## src/decode_pkg.sv

```systemverilog
package decode_pkg;

    typedef logic [31:0] word_t;
    typedef logic [4:0]  reg_addr_t;

    // opcode field values
    localparam logic [5:0] op_special = 6'h00;
    localparam logic [5:0] op_regimm  = 6'h01;
    localparam logic [5:0] op_j       = 6'h02;
    localparam logic [5:0] op_jal     = 6'h03;
    localparam logic [5:0] op_beq     = 6'h04;
    localparam logic [5:0] op_bne     = 6'h05;
    localparam logic [5:0] op_blez    = 6'h06;
    localparam logic [5:0] op_bgtz    = 6'h07;
    localparam logic [5:0] op_addi    = 6'h08;
    localparam logic [5:0] op_addiu   = 6'h09;
    localparam logic [5:0] op_slti    = 6'h0a;
    localparam logic [5:0] op_sltiu   = 6'h0b;
    localparam logic [5:0] op_andi    = 6'h0c;
    localparam logic [5:0] op_ori     = 6'h0d;
    localparam logic [5:0] op_xori    = 6'h0e;
    localparam logic [5:0] op_lui     = 6'h0f;
    localparam logic [5:0] op_lw      = 6'h23;
    localparam logic [5:0] op_sw      = 6'h2b;

    // funct field values under op_special
    localparam logic [5:0] fn_sll  = 6'h00;
    localparam logic [5:0] fn_srl  = 6'h02;
    localparam logic [5:0] fn_sra  = 6'h03;
    localparam logic [5:0] fn_sllv = 6'h04;
    localparam logic [5:0] fn_srlv = 6'h06;
    localparam logic [5:0] fn_srav = 6'h07;
    localparam logic [5:0] fn_jr   = 6'h08;
    localparam logic [5:0] fn_jalr = 6'h09;
    localparam logic [5:0] fn_add  = 6'h20;
    localparam logic [5:0] fn_addu = 6'h21;
    localparam logic [5:0] fn_sub  = 6'h22;
    localparam logic [5:0] fn_subu = 6'h23;
    localparam logic [5:0] fn_and  = 6'h24;
    localparam logic [5:0] fn_or   = 6'h25;
    localparam logic [5:0] fn_xor  = 6'h26;
    localparam logic [5:0] fn_nor  = 6'h27;
    localparam logic [5:0] fn_slt  = 6'h2a;
    localparam logic [5:0] fn_sltu = 6'h2b;

    // rt field values under op_regimm
    localparam logic [4:0] rt_bltz   = 5'h00;
    localparam logic [4:0] rt_bgez   = 5'h01;
    localparam logic [4:0] rt_bltzal = 5'h10;
    localparam logic [4:0] rt_bgezal = 5'h11;

    typedef enum logic [3:0] {
        alu_none, alu_add, alu_sub, alu_slt, alu_sltu, alu_and, alu_nor,
        alu_or, alu_xor, alu_sll, alu_srl, alu_sra, alu_lui
    } alu_op_e;

    typedef enum logic [1:0] {
        src1_none, src1_rs, src1_pc, src1_shamt
    } src1_sel_e;

    typedef enum logic [2:0] {
        src2_none, src2_rt, src2_imm_sign, src2_imm_zero, src2_const_eight
    } src2_sel_e;

    typedef enum logic [3:0] {
        br_none, br_beq, br_bne, br_bgez, br_bgtz, br_blez, br_bltz,
        br_bltzal, br_bgezal, br_j, br_jal, br_jr, br_jalr
    } branch_kind_e;

    typedef struct packed {
        logic  ce;
        word_t pc;
        word_t inst;
    } fetch_t;

    // forward and write-back record
    typedef struct packed {
        logic      we;
        reg_addr_t addr;
        word_t     data;
    } rf_write_t;

    typedef struct packed {
        word_t     pc;
        word_t     inst;
        alu_op_e   alu_op;
        src1_sel_e src1_sel;
        src2_sel_e src2_sel;
        logic      mem_en;
        logic [3:0] mem_wen;
        logic      rf_we;
        reg_addr_t rf_waddr;
        logic      load_result;
        word_t     rdata1;
        word_t     rdata2;
    } id_ex_t;

    typedef struct packed {
        logic  taken;
        word_t target;
    } branch_t;

endpackage

```

## src/decode_latch.sv

```systemverilog
`timescale 1ns/10ps

module decode_latch
    import decode_pkg::*;
(
    input  logic   clk,
    input  logic   rst,
    input  logic   stall_id,
    input  logic   stall_ex,
    input  fetch_t fetch,
    output fetch_t held
);

    fetch_t latch_q;

    always_ff @(posedge clk) begin
        if (rst) begin
            latch_q <= '0;
        end else if (stall_id && !stall_ex) begin
            // decode stuck but execute moves on, so feed it a bubble
            latch_q <= '0;
        end else if (stall_id) begin
            latch_q <= latch_q;
        end else begin
            latch_q <= fetch;
        end
    end

    assign held = latch_q;

endmodule

```

## src/inst_decoder.sv

```systemverilog
`timescale 1ns/10ps

module inst_decoder
    import decode_pkg::*;
(
    input  fetch_t       cur,
    output reg_addr_t    rs,
    output reg_addr_t    rt,
    output id_ex_t       ctrl,
    output branch_kind_e kind,
    output logic [15:0]  offset16,
    output logic [25:0]  index26
);

    logic [5:0]   opcode;
    logic [5:0]   funct;
    reg_addr_t    rd;
    logic [4:0]   sa;
    alu_op_e      alu_op;
    src1_sel_e    src1_sel;
    src2_sel_e    src2_sel;
    logic         rf_we;
    reg_addr_t    rf_waddr;
    logic         mem_en;
    logic [3:0]   mem_wen;
    logic         load_result;
    branch_kind_e br_kind;

    // register-type funct to alu op, none for anything unknown
    function automatic alu_op_e funct_alu(input logic [5:0] f);
        case (f)
            fn_add, fn_addu:  return alu_add;
            fn_sub, fn_subu:  return alu_sub;
            fn_slt:           return alu_slt;
            fn_sltu:          return alu_sltu;
            fn_and:           return alu_and;
            fn_or:            return alu_or;
            fn_xor:           return alu_xor;
            fn_nor:           return alu_nor;
            fn_sll, fn_sllv:  return alu_sll;
            fn_srl, fn_srlv:  return alu_srl;
            fn_sra, fn_srav:  return alu_sra;
            default:          return alu_none;
        endcase
    endfunction

    assign opcode   = cur.inst[31:26];
    assign rs       = cur.inst[25:21];
    assign rt       = cur.inst[20:16];
    assign rd       = cur.inst[15:11];
    assign sa       = cur.inst[10:6];
    assign funct    = cur.inst[5:0];
    assign offset16 = cur.inst[15:0];
    assign index26  = cur.inst[25:0];

    always_comb begin
        br_kind     = br_none;
        alu_op      = alu_none;
        src1_sel    = src1_none;
        src2_sel    = src2_none;
        rf_we       = 1'b0;
        rf_waddr    = '0;
        mem_en      = 1'b0;
        mem_wen     = 4'b0000;
        load_result = 1'b0;
        if (cur.ce) begin
            case (opcode)
                op_special: begin
                    case (funct)
                        fn_sll, fn_srl, fn_sra: begin
                            if (rs == 5'd0) begin
                                alu_op   = funct_alu(funct);
                                src1_sel = src1_shamt;
                                src2_sel = src2_rt;
                                rf_we    = 1'b1;
                                rf_waddr = rd;
                            end
                        end
                        fn_jr: begin
                            if (sa == 5'd0 && cur.inst[20:11] == 10'd0) begin
                                br_kind = br_jr;
                            end
                        end
                        fn_jalr: begin
                            if (sa == 5'd0 && rt == 5'd0) begin
                                br_kind = br_jalr;
                            end
                        end
                        default: begin
                            if (sa == 5'd0 && funct_alu(funct) != alu_none) begin
                                alu_op   = funct_alu(funct);
                                src1_sel = src1_rs;
                                src2_sel = src2_rt;
                                rf_we    = 1'b1;
                                rf_waddr = rd;
                            end
                        end
                    endcase
                end
                op_regimm: begin
                    case (rt)
                        rt_bltz:   br_kind = br_bltz;
                        rt_bgez:   br_kind = br_bgez;
                        rt_bltzal: br_kind = br_bltzal;
                        rt_bgezal: br_kind = br_bgezal;
                        default:   br_kind = br_none;
                    endcase
                end
                op_j:   br_kind = br_j;
                op_jal: br_kind = br_jal;
                op_beq: br_kind = br_beq;
                op_bne: br_kind = br_bne;
                op_blez: begin
                    if (rt == 5'd0) begin
                        br_kind = br_blez;
                    end
                end
                op_bgtz: begin
                    if (rt == 5'd0) begin
                        br_kind = br_bgtz;
                    end
                end
                op_addi, op_addiu: begin
                    alu_op   = alu_add;
                    src2_sel = src2_imm_sign;
                end
                op_slti: begin
                    alu_op   = alu_slt;
                    src2_sel = src2_imm_sign;
                end
                op_sltiu: begin
                    alu_op   = alu_sltu;
                    src2_sel = src2_imm_sign;
                end
                op_andi: begin
                    alu_op   = alu_and;
                    src2_sel = src2_imm_zero;
                end
                op_ori: begin
                    alu_op   = alu_or;
                    src2_sel = src2_imm_zero;
                end
                op_xori: begin
                    alu_op   = alu_xor;
                    src2_sel = src2_imm_zero;
                end
                op_lui: begin
                    alu_op   = alu_lui;
                    src2_sel = src2_imm_sign;
                end
                op_lw: begin
                    alu_op      = alu_add;
                    src2_sel    = src2_imm_sign;
                    mem_en      = 1'b1;
                    load_result = 1'b1;
                end
                op_sw: begin
                    alu_op   = alu_add;
                    src2_sel = src2_imm_sign;
                    mem_en   = 1'b1;
                    mem_wen  = 4'b1111;
                end
                default: ;
            endcase

            // immediate forms read rs and write rt, lui has no rs, sw no write
            if (src2_sel == src2_imm_sign || src2_sel == src2_imm_zero) begin
                if (opcode != op_lui) begin
                    src1_sel = src1_rs;
                end
                if (opcode != op_sw) begin
                    rf_we    = 1'b1;
                    rf_waddr = rt;
                end
            end

            // link forms compute pc + 8 in execute
            if (br_kind inside {br_jal, br_bltzal, br_bgezal, br_jalr}) begin
                alu_op   = alu_add;
                src1_sel = src1_pc;
                src2_sel = src2_const_eight;
                rf_we    = 1'b1;
                rf_waddr = (br_kind == br_jalr) ? rd : 5'd31;
            end
        end
    end

    always_comb begin
        ctrl             = '0;
        ctrl.pc          = cur.pc;
        ctrl.inst        = cur.inst;
        ctrl.alu_op      = alu_op;
        ctrl.src1_sel    = src1_sel;
        ctrl.src2_sel    = src2_sel;
        ctrl.mem_en      = mem_en;
        ctrl.mem_wen     = mem_wen;
        ctrl.rf_we       = rf_we;
        ctrl.rf_waddr    = rf_waddr;
        ctrl.load_result = load_result;
    end

    assign kind = br_kind;

endmodule

```

## src/operand_read.sv

```systemverilog
`timescale 1ns/10ps

module operand_read
    import decode_pkg::*;
(
    input  logic      clk,
    input  logic      rst,
    input  reg_addr_t rs,
    input  reg_addr_t rt,
    input  rf_write_t ex_fwd,
    input  rf_write_t mem_fwd,
    input  rf_write_t wb_fwd,
    input  rf_write_t wb_write,
    input  logic      ex_load,
    output word_t     rdata1,
    output word_t     rdata2,
    output logic      stall_req
);

    word_t regs [32];

    // youngest result wins, r0 is hardwired
    function automatic word_t read_port(
        input reg_addr_t addr,
        input word_t     stored,
        input rf_write_t ex_r,
        input rf_write_t mem_r,
        input rf_write_t wb_r
    );
        if (addr == 5'd0) begin
            return '0;
        end
        if (ex_r.we && ex_r.addr == addr) begin
            return ex_r.data;
        end
        if (mem_r.we && mem_r.addr == addr) begin
            return mem_r.data;
        end
        if (wb_r.we && wb_r.addr == addr) begin
            return wb_r.data;
        end
        return stored;
    endfunction

    always_ff @(posedge clk) begin
        if (rst) begin
            for (int i = 0; i < 32; i++) begin
                regs[i] <= '0;
            end
        end else if (wb_write.we && wb_write.addr != 5'd0) begin
            regs[wb_write.addr] <= wb_write.data;
        end
    end

    assign rdata1 = read_port(rs, regs[rs], ex_fwd, mem_fwd, wb_fwd);
    assign rdata2 = read_port(rt, regs[rt], ex_fwd, mem_fwd, wb_fwd);

    // load in execute has no data yet for a dependent read
    assign stall_req = ex_load && ((ex_fwd.addr == rs) || (ex_fwd.addr == rt));

endmodule

```

## src/branch_resolve.sv

```systemverilog
`timescale 1ns/10ps

module branch_resolve
    import decode_pkg::*;
(
    input  word_t        pc,
    input  branch_kind_e kind,
    input  logic [15:0]  offset16,
    input  logic [25:0]  index26,
    input  word_t        rdata1,
    input  word_t        rdata2,
    output branch_t      branch
);

    word_t pc_plus_4;
    word_t rel_target;
    word_t region_target;
    logic  rs_neg;
    logic  rs_zero;

    assign pc_plus_4     = pc + 32'd4;
    assign rel_target    = pc_plus_4 + {{14{offset16[15]}}, offset16, 2'b00};
    assign region_target = {pc_plus_4[31:28], index26, 2'b00};

    assign rs_neg  = rdata1[31];
    assign rs_zero = (rdata1 == 32'd0);

    always_comb begin
        branch.taken  = 1'b0;
        branch.target = '0;
        case (kind)
            br_beq: begin
                branch.taken  = (rdata1 == rdata2);
                branch.target = rel_target;
            end
            br_bne: begin
                branch.taken  = (rdata1 != rdata2);
                branch.target = rel_target;
            end
            br_bgez, br_bgezal: begin
                branch.taken  = !rs_neg;
                branch.target = rel_target;
            end
            br_bltz, br_bltzal: begin
                branch.taken  = rs_neg;
                branch.target = rel_target;
            end
            br_bgtz: begin
                branch.taken  = !rs_neg && !rs_zero;
                branch.target = rel_target;
            end
            br_blez: begin
                branch.taken  = rs_neg || rs_zero;
                branch.target = rel_target;
            end
            br_j, br_jal: begin
                branch.taken  = 1'b1;
                branch.target = region_target;
            end
            br_jr, br_jalr: begin
                branch.taken  = 1'b1;
                branch.target = rdata1;
            end
            default: ;
        endcase
    end

endmodule

```

## src/id_stage.sv

```systemverilog
`timescale 1ns/10ps

module id_stage
    import decode_pkg::*;
(
    input  logic      clk,
    input  logic      rst,
    input  fetch_t    fetch,
    input  logic      stall_id,
    input  logic      stall_ex,
    input  rf_write_t ex_fwd,
    input  rf_write_t mem_fwd,
    input  rf_write_t wb_fwd,
    input  rf_write_t wb_write,
    input  logic      ex_load,
    output id_ex_t    id_ex,
    output branch_t   branch,
    output logic      stall_req
);

    fetch_t       held;
    reg_addr_t    rs;
    reg_addr_t    rt;
    id_ex_t       dec_ctrl;
    branch_kind_e kind;
    logic [15:0]  offset16;
    logic [25:0]  index26;
    word_t        rdata1;
    word_t        rdata2;

    decode_latch i_latch (
        .clk      (clk),
        .rst      (rst),
        .stall_id (stall_id),
        .stall_ex (stall_ex),
        .fetch    (fetch),
        .held     (held)
    );

    inst_decoder i_decoder (
        .cur      (held),
        .rs       (rs),
        .rt       (rt),
        .ctrl     (dec_ctrl),
        .kind     (kind),
        .offset16 (offset16),
        .index26  (index26)
    );

    operand_read i_operands (
        .clk       (clk),
        .rst       (rst),
        .rs        (rs),
        .rt        (rt),
        .ex_fwd    (ex_fwd),
        .mem_fwd   (mem_fwd),
        .wb_fwd    (wb_fwd),
        .wb_write  (wb_write),
        .ex_load   (ex_load),
        .rdata1    (rdata1),
        .rdata2    (rdata2),
        .stall_req (stall_req)
    );

    branch_resolve i_branch (
        .pc       (held.pc),
        .kind     (kind),
        .offset16 (offset16),
        .index26  (index26),
        .rdata1   (rdata1),
        .rdata2   (rdata2),
        .branch   (branch)
    );

    // decoder leaves the operand fields empty
    always_comb begin
        id_ex        = dec_ctrl;
        id_ex.rdata1 = rdata1;
        id_ex.rdata2 = rdata2;
    end

endmodule

```

## config.mk

```make
export PLATFORM = sky130hd
export DESIGN_NAME = id_stage
export DESIGN_NICKNAME = d
export VERILOG_FILES = /design/src/decode_pkg.sv /design/src/decode_latch.sv /design/src/inst_decoder.sv /design/src/operand_read.sv /design/src/branch_resolve.sv /design/src/id_stage.sv
export SDC_FILE = /design/constraint.sdc
export NUM_CORES = 2
export LEC_CHECK = 0
export BUFFER_PORTS_ARGS = -buffer_cell sky130_fd_sc_hd__buf_4
export CAP_MARGIN = 30
export CORE_UTILIZATION = 30
export DETAILED_ROUTE_END_ITERATION = 10
export PLACE_DENSITY_LB_ADDON = 0.15
export SYNTH_ARGS = -nofsm -noshare
export SYNTH_HDL_FRONTEND = slang
export SYNTH_SLANG_ARGS = --single-unit
```

## constraint.sdc

```tcl
create_clock -name clk -period 11 [get_ports clk]
set_clock_uncertainty 0.05 [all_clocks]
set_input_delay 0 -clock clk [delete_from_list [all_inputs] [get_ports clk]]
set_output_delay 0 -clock clk [all_outputs]
set_load 0.02 [all_outputs]
```

==> impl_metrics.csv <==
group,metric,value,unit
hold_path,min_to,"i_latch.held[18]$_SDFFE_PP0N_",
layout,stdcell_area,0.07580,mm2
worst_setup_path,cp.arrival,7690,ps
floorplan,std_cell_rows,168,
pwr,power.leakage,26.42,nW
synth,synth_edf_count,1024,
layout,final_common_cell,"edfxtp_1",
worst_setup_path,critPathRequiredTime,10950,ps
synth,ys_async_sr_fraction,0,%
placed_design,place_area,0.06957,mm2
pwr,p_comb_share,17.9,%
pwr,swShare,30.52,%
layout,finalNonFillerCells,8197,
timing,rsz0062_at_grt,"false",
detailed_routing,vias_per_cell,6.150,
hold_path,whs_path_depth,4,
synth,ys_ff_latch,1103,
floorplan,design.portCount,405,
pwr,fin_total_pwr,11.69,mW
detailed_routing,via_count,50409,
synth,ys_seq_area_share,50.68,%
timing,setup_violations,0,
layout,area_growth,18.82,%
clock_tree,cts_setup_buffers,0,
hold_path,hold_start,"fetch[18]",
synth,ys_types,88,
synth,ys_warn_count,0,
pwr,p_per_area,154.2,mW/mm2
placed_design,portBuffers,404,
worst_setup_path,worst_setup_path_end_kind,"output pin",
placed_design,placed_cells,7746,
timing,fin_worst_hold_slack,6.650,ps
detailed_routing,drcViolationCount,0,
grt,grt-ovfl-total,0,
placed_design,dpl.hpwl,235.5,mm
clock_tree,cts.reportedPaths.clkPinSlew,60,ps
worst_setup_path,worstSetupStartpointType,"flip-flop",
synth,netlist_instances,4844,
placed_design,finalWeightedCongestion,1.005,
timing,tightest_slew,1199,ps
worst_setup_path,r2r_slack,8350,ps
worst_setup_path,crit_type,"flip-flop to output pin",
layout,num-nets-final,5520,
grt,grt_antenna_before_repair,68,
grt,grt_pass1_wl,469.4,mm
timing,drv_slew,0,
synth,synthFlopType,"edfxtp_1",
clock_tree,clk_latency,820,ps
clock_tree,clock_sinks,1103,
detailed_routing,drtAntennaViolNets,0,
timing,clock.fmax,129.1,MHz
floorplan,dieArea,0.2145,mm2
synth,synth_top_area_share,48.20,%
flow_run,cap_violations,0,
pwr,internal-power,8.123,mW
clock_tree,root_buffer,"clkbuf_16",
synth,yosysTopAreaCell,"edfxtp_1",
floorplan,die_x,463.2,um
timing,period_share,70.41,%
timing,setup_slack,3255,ps
detailed_routing,first_iter_violations,9297,
worst_setup_path,worstReg2RegStart,"i_latch.held[0]$_SDFFE_PP0N_",
clock_tree,clock_path_buffers,3,
detailed_routing,wl_per_cell,43.90,um
outcome,outcome,"complete, no violations",
hold_path,min_path_type,"input pin to flip-flop",
grt,grt_max_degree,100,
grt,grt_usage,32.78,%
synth,synth_area_leaders,"edfxtp_1, mux4_2, and2_1",
layout,mostFrequentLayoutCells,"edfxtp_1, and2_1, buf_4, mux4_2, nor2_1",
floorplan,core_area,0.2104,mm2
clock_tree,cts_max_level,4,
clock_tree,cts_tree,"built",
detailed_routing,wl,359.9,mm
layout,final_core_util,36.03,%
timing,hold_viol_final,0,
timing,fin_setup_tns,0,ps
layout,drive_above_1_share,26.57,%
floorplan,die_h,463.2,um
synth,avgSynthCellArea,13.17,um2
detailed_routing,first_pass_iters,6,
clock_tree,cts_buffers,137,
pwr,p_seq_share,42.6,%
timing,fin_crit,7745,ps
synth,synth_area,0.06380,mm2
grt,first_global_vias,47845,
worst_setup_path,crit_fanout,33,
pwr,vdd_ir_drop_max,97.11,uV
placed_design,dp_slack,4427,ps
timing,relSlewSlack,19.44,%
pwr,clockPowerShare,39.4,%
pwr,p_sw,3.568,mW
worst_setup_path,reg2regPathDepth,9,
floorplan,start_util,30.32,%
worst max-delay path: stages (launching register included):
cell and delay (ps):
dfxtp_4 670, buf_4 620, nand3b_1 700, buf_4 340
o22ai_1 120, a211o_1 270, a2111oi_1 1010, buf_4 260
nand2_1 50, a21oi_1 400, xor2_1 130, nor4_1 410
and4_1 380, nand4_1 320, nor4_2 380, mux2i_1 130
o22ai_1 390, buf_4 230
cell usage after synthesis, types with 10 or more instances:
| cell | n |
|---|---|
| mux2i_1 | 129 |
| a32o_1 | 10 |
| buf_6 | 27 |
| a22oi_1 | 39 |
| o211ai_1 | 13 |
| a21o_1 | 19 |
| a21oi_1 | 91 |
| o221ai_1 | 21 |
| mux4_2 | 488 |
| nor4_1 | 25 |
| nand3_1 | 74 |
| a31oi_1 | 12 |
| inv_1 | 52 |
| and3_1 | 14 |
| a32oi_1 | 25 |
| mux2_2 | 31 |
| nor3_1 | 49 |
| mux4_1 | 12 |
| o22ai_1 | 136 |
| nand2_1 | 173 |
| o22a_1 | 15 |
| ha_1 | 40 |
| buf_2 | 79 |
| nand3b_1 | 14 |
| buf_1 | 16 |
| or3_1 | 14 |
| xnor2_1 | 73 |
| a221oi_1 | 16 |
| edfxtp_1 | 1024 |
| or2_2 | 45 |
| nor2_1 | 237 |
| nand2b_1 | 23 |
| nor2b_1 | 22 |
| dfxtp_1 | 79 |
| buf_4 | 117 |
| clkbuf_1 | 273 |
| a211oi_1 | 23 |
| o21ai_0 | 88 |
| nand4_1 | 19 |
| and2_1 | 1011 |
| xor2_1 | 43 |
kinds of logic (layout without fill, tap and decap cells):
group	Yosys count	in the layout	share of synthesized area [%]
adder cells (fa/ha/maj)	41	41	0.8158
other	1	53	0.005878
XOR/XNOR	116	116	1.592
flip-flops	1103	1103	50.68
AO/OA/AOI/OAI	608	608	6.568
multiplexers	662	662	20.37
AND/OR/NAND/NOR	1745	1745	15.41
buffers and inverters	568	1064	4.556
layer usage:
layer  track usage, %  vias up  routed length (um)
met2            48.68     4111              155000
met5          0.06684        -                 128
met1            41.06    26160              131300
li1                 -    19198                   -
met4            21.66       22               28410
met3            10.04      918               44990
repair_timing:
action / in CTS / in global routing
gates resized for setup: 0 / 0
endpoints found under the hold margin: 1081 / 0
hold buffers: 170 / 0
worst max-delay path by stage:
stage / start / to / slack, ps
finish: flip-flop / branch[32] / 3260
CTS: flip-flop / branch[32] / 3540
global placement: flip-flop / branch[32] / 4450
global route: flip-flop / branch[32] / 3350
floorplan: i_latch.held[36]$_SDFFE_PP0N_ / branch[24] / 6860
detailed placement: flip-flop / branch[32] / 4430
layout make-up:
cell class,instances,area (um2)
Tap cell,2805,3510
Inverter,53,198.9
Clock inverter,67,633.1
Clock buffer,186,3779
Timing Repair Buffer,758,6248
Fill cell,20360,134600
Multi-Input combinational cell,3204,29020
Sequential cell,1103,32360
Antenna cell,21,52.55
flip-flops by register name, summed over array words and instances (netlist names), named ones only:
signal,cells
i_latch.held,65
i_operands.regs,1024
power groups by stage:
stage / sequential [mW] / clock (mW) / combinational [mW]
after floorplan: 4.97 / 0 / 1.02
final: 4.99 / 4.61 / 2.10
after CTS: 4.98 / 4.62 / 2.02
after global routing: 5.01 / 4.78 / 2.10
after global placement: 5.06 / 0 / 1.96
after detailed placement: 5.07 / 0 / 1.96
(Power assumes the default switching activity.)
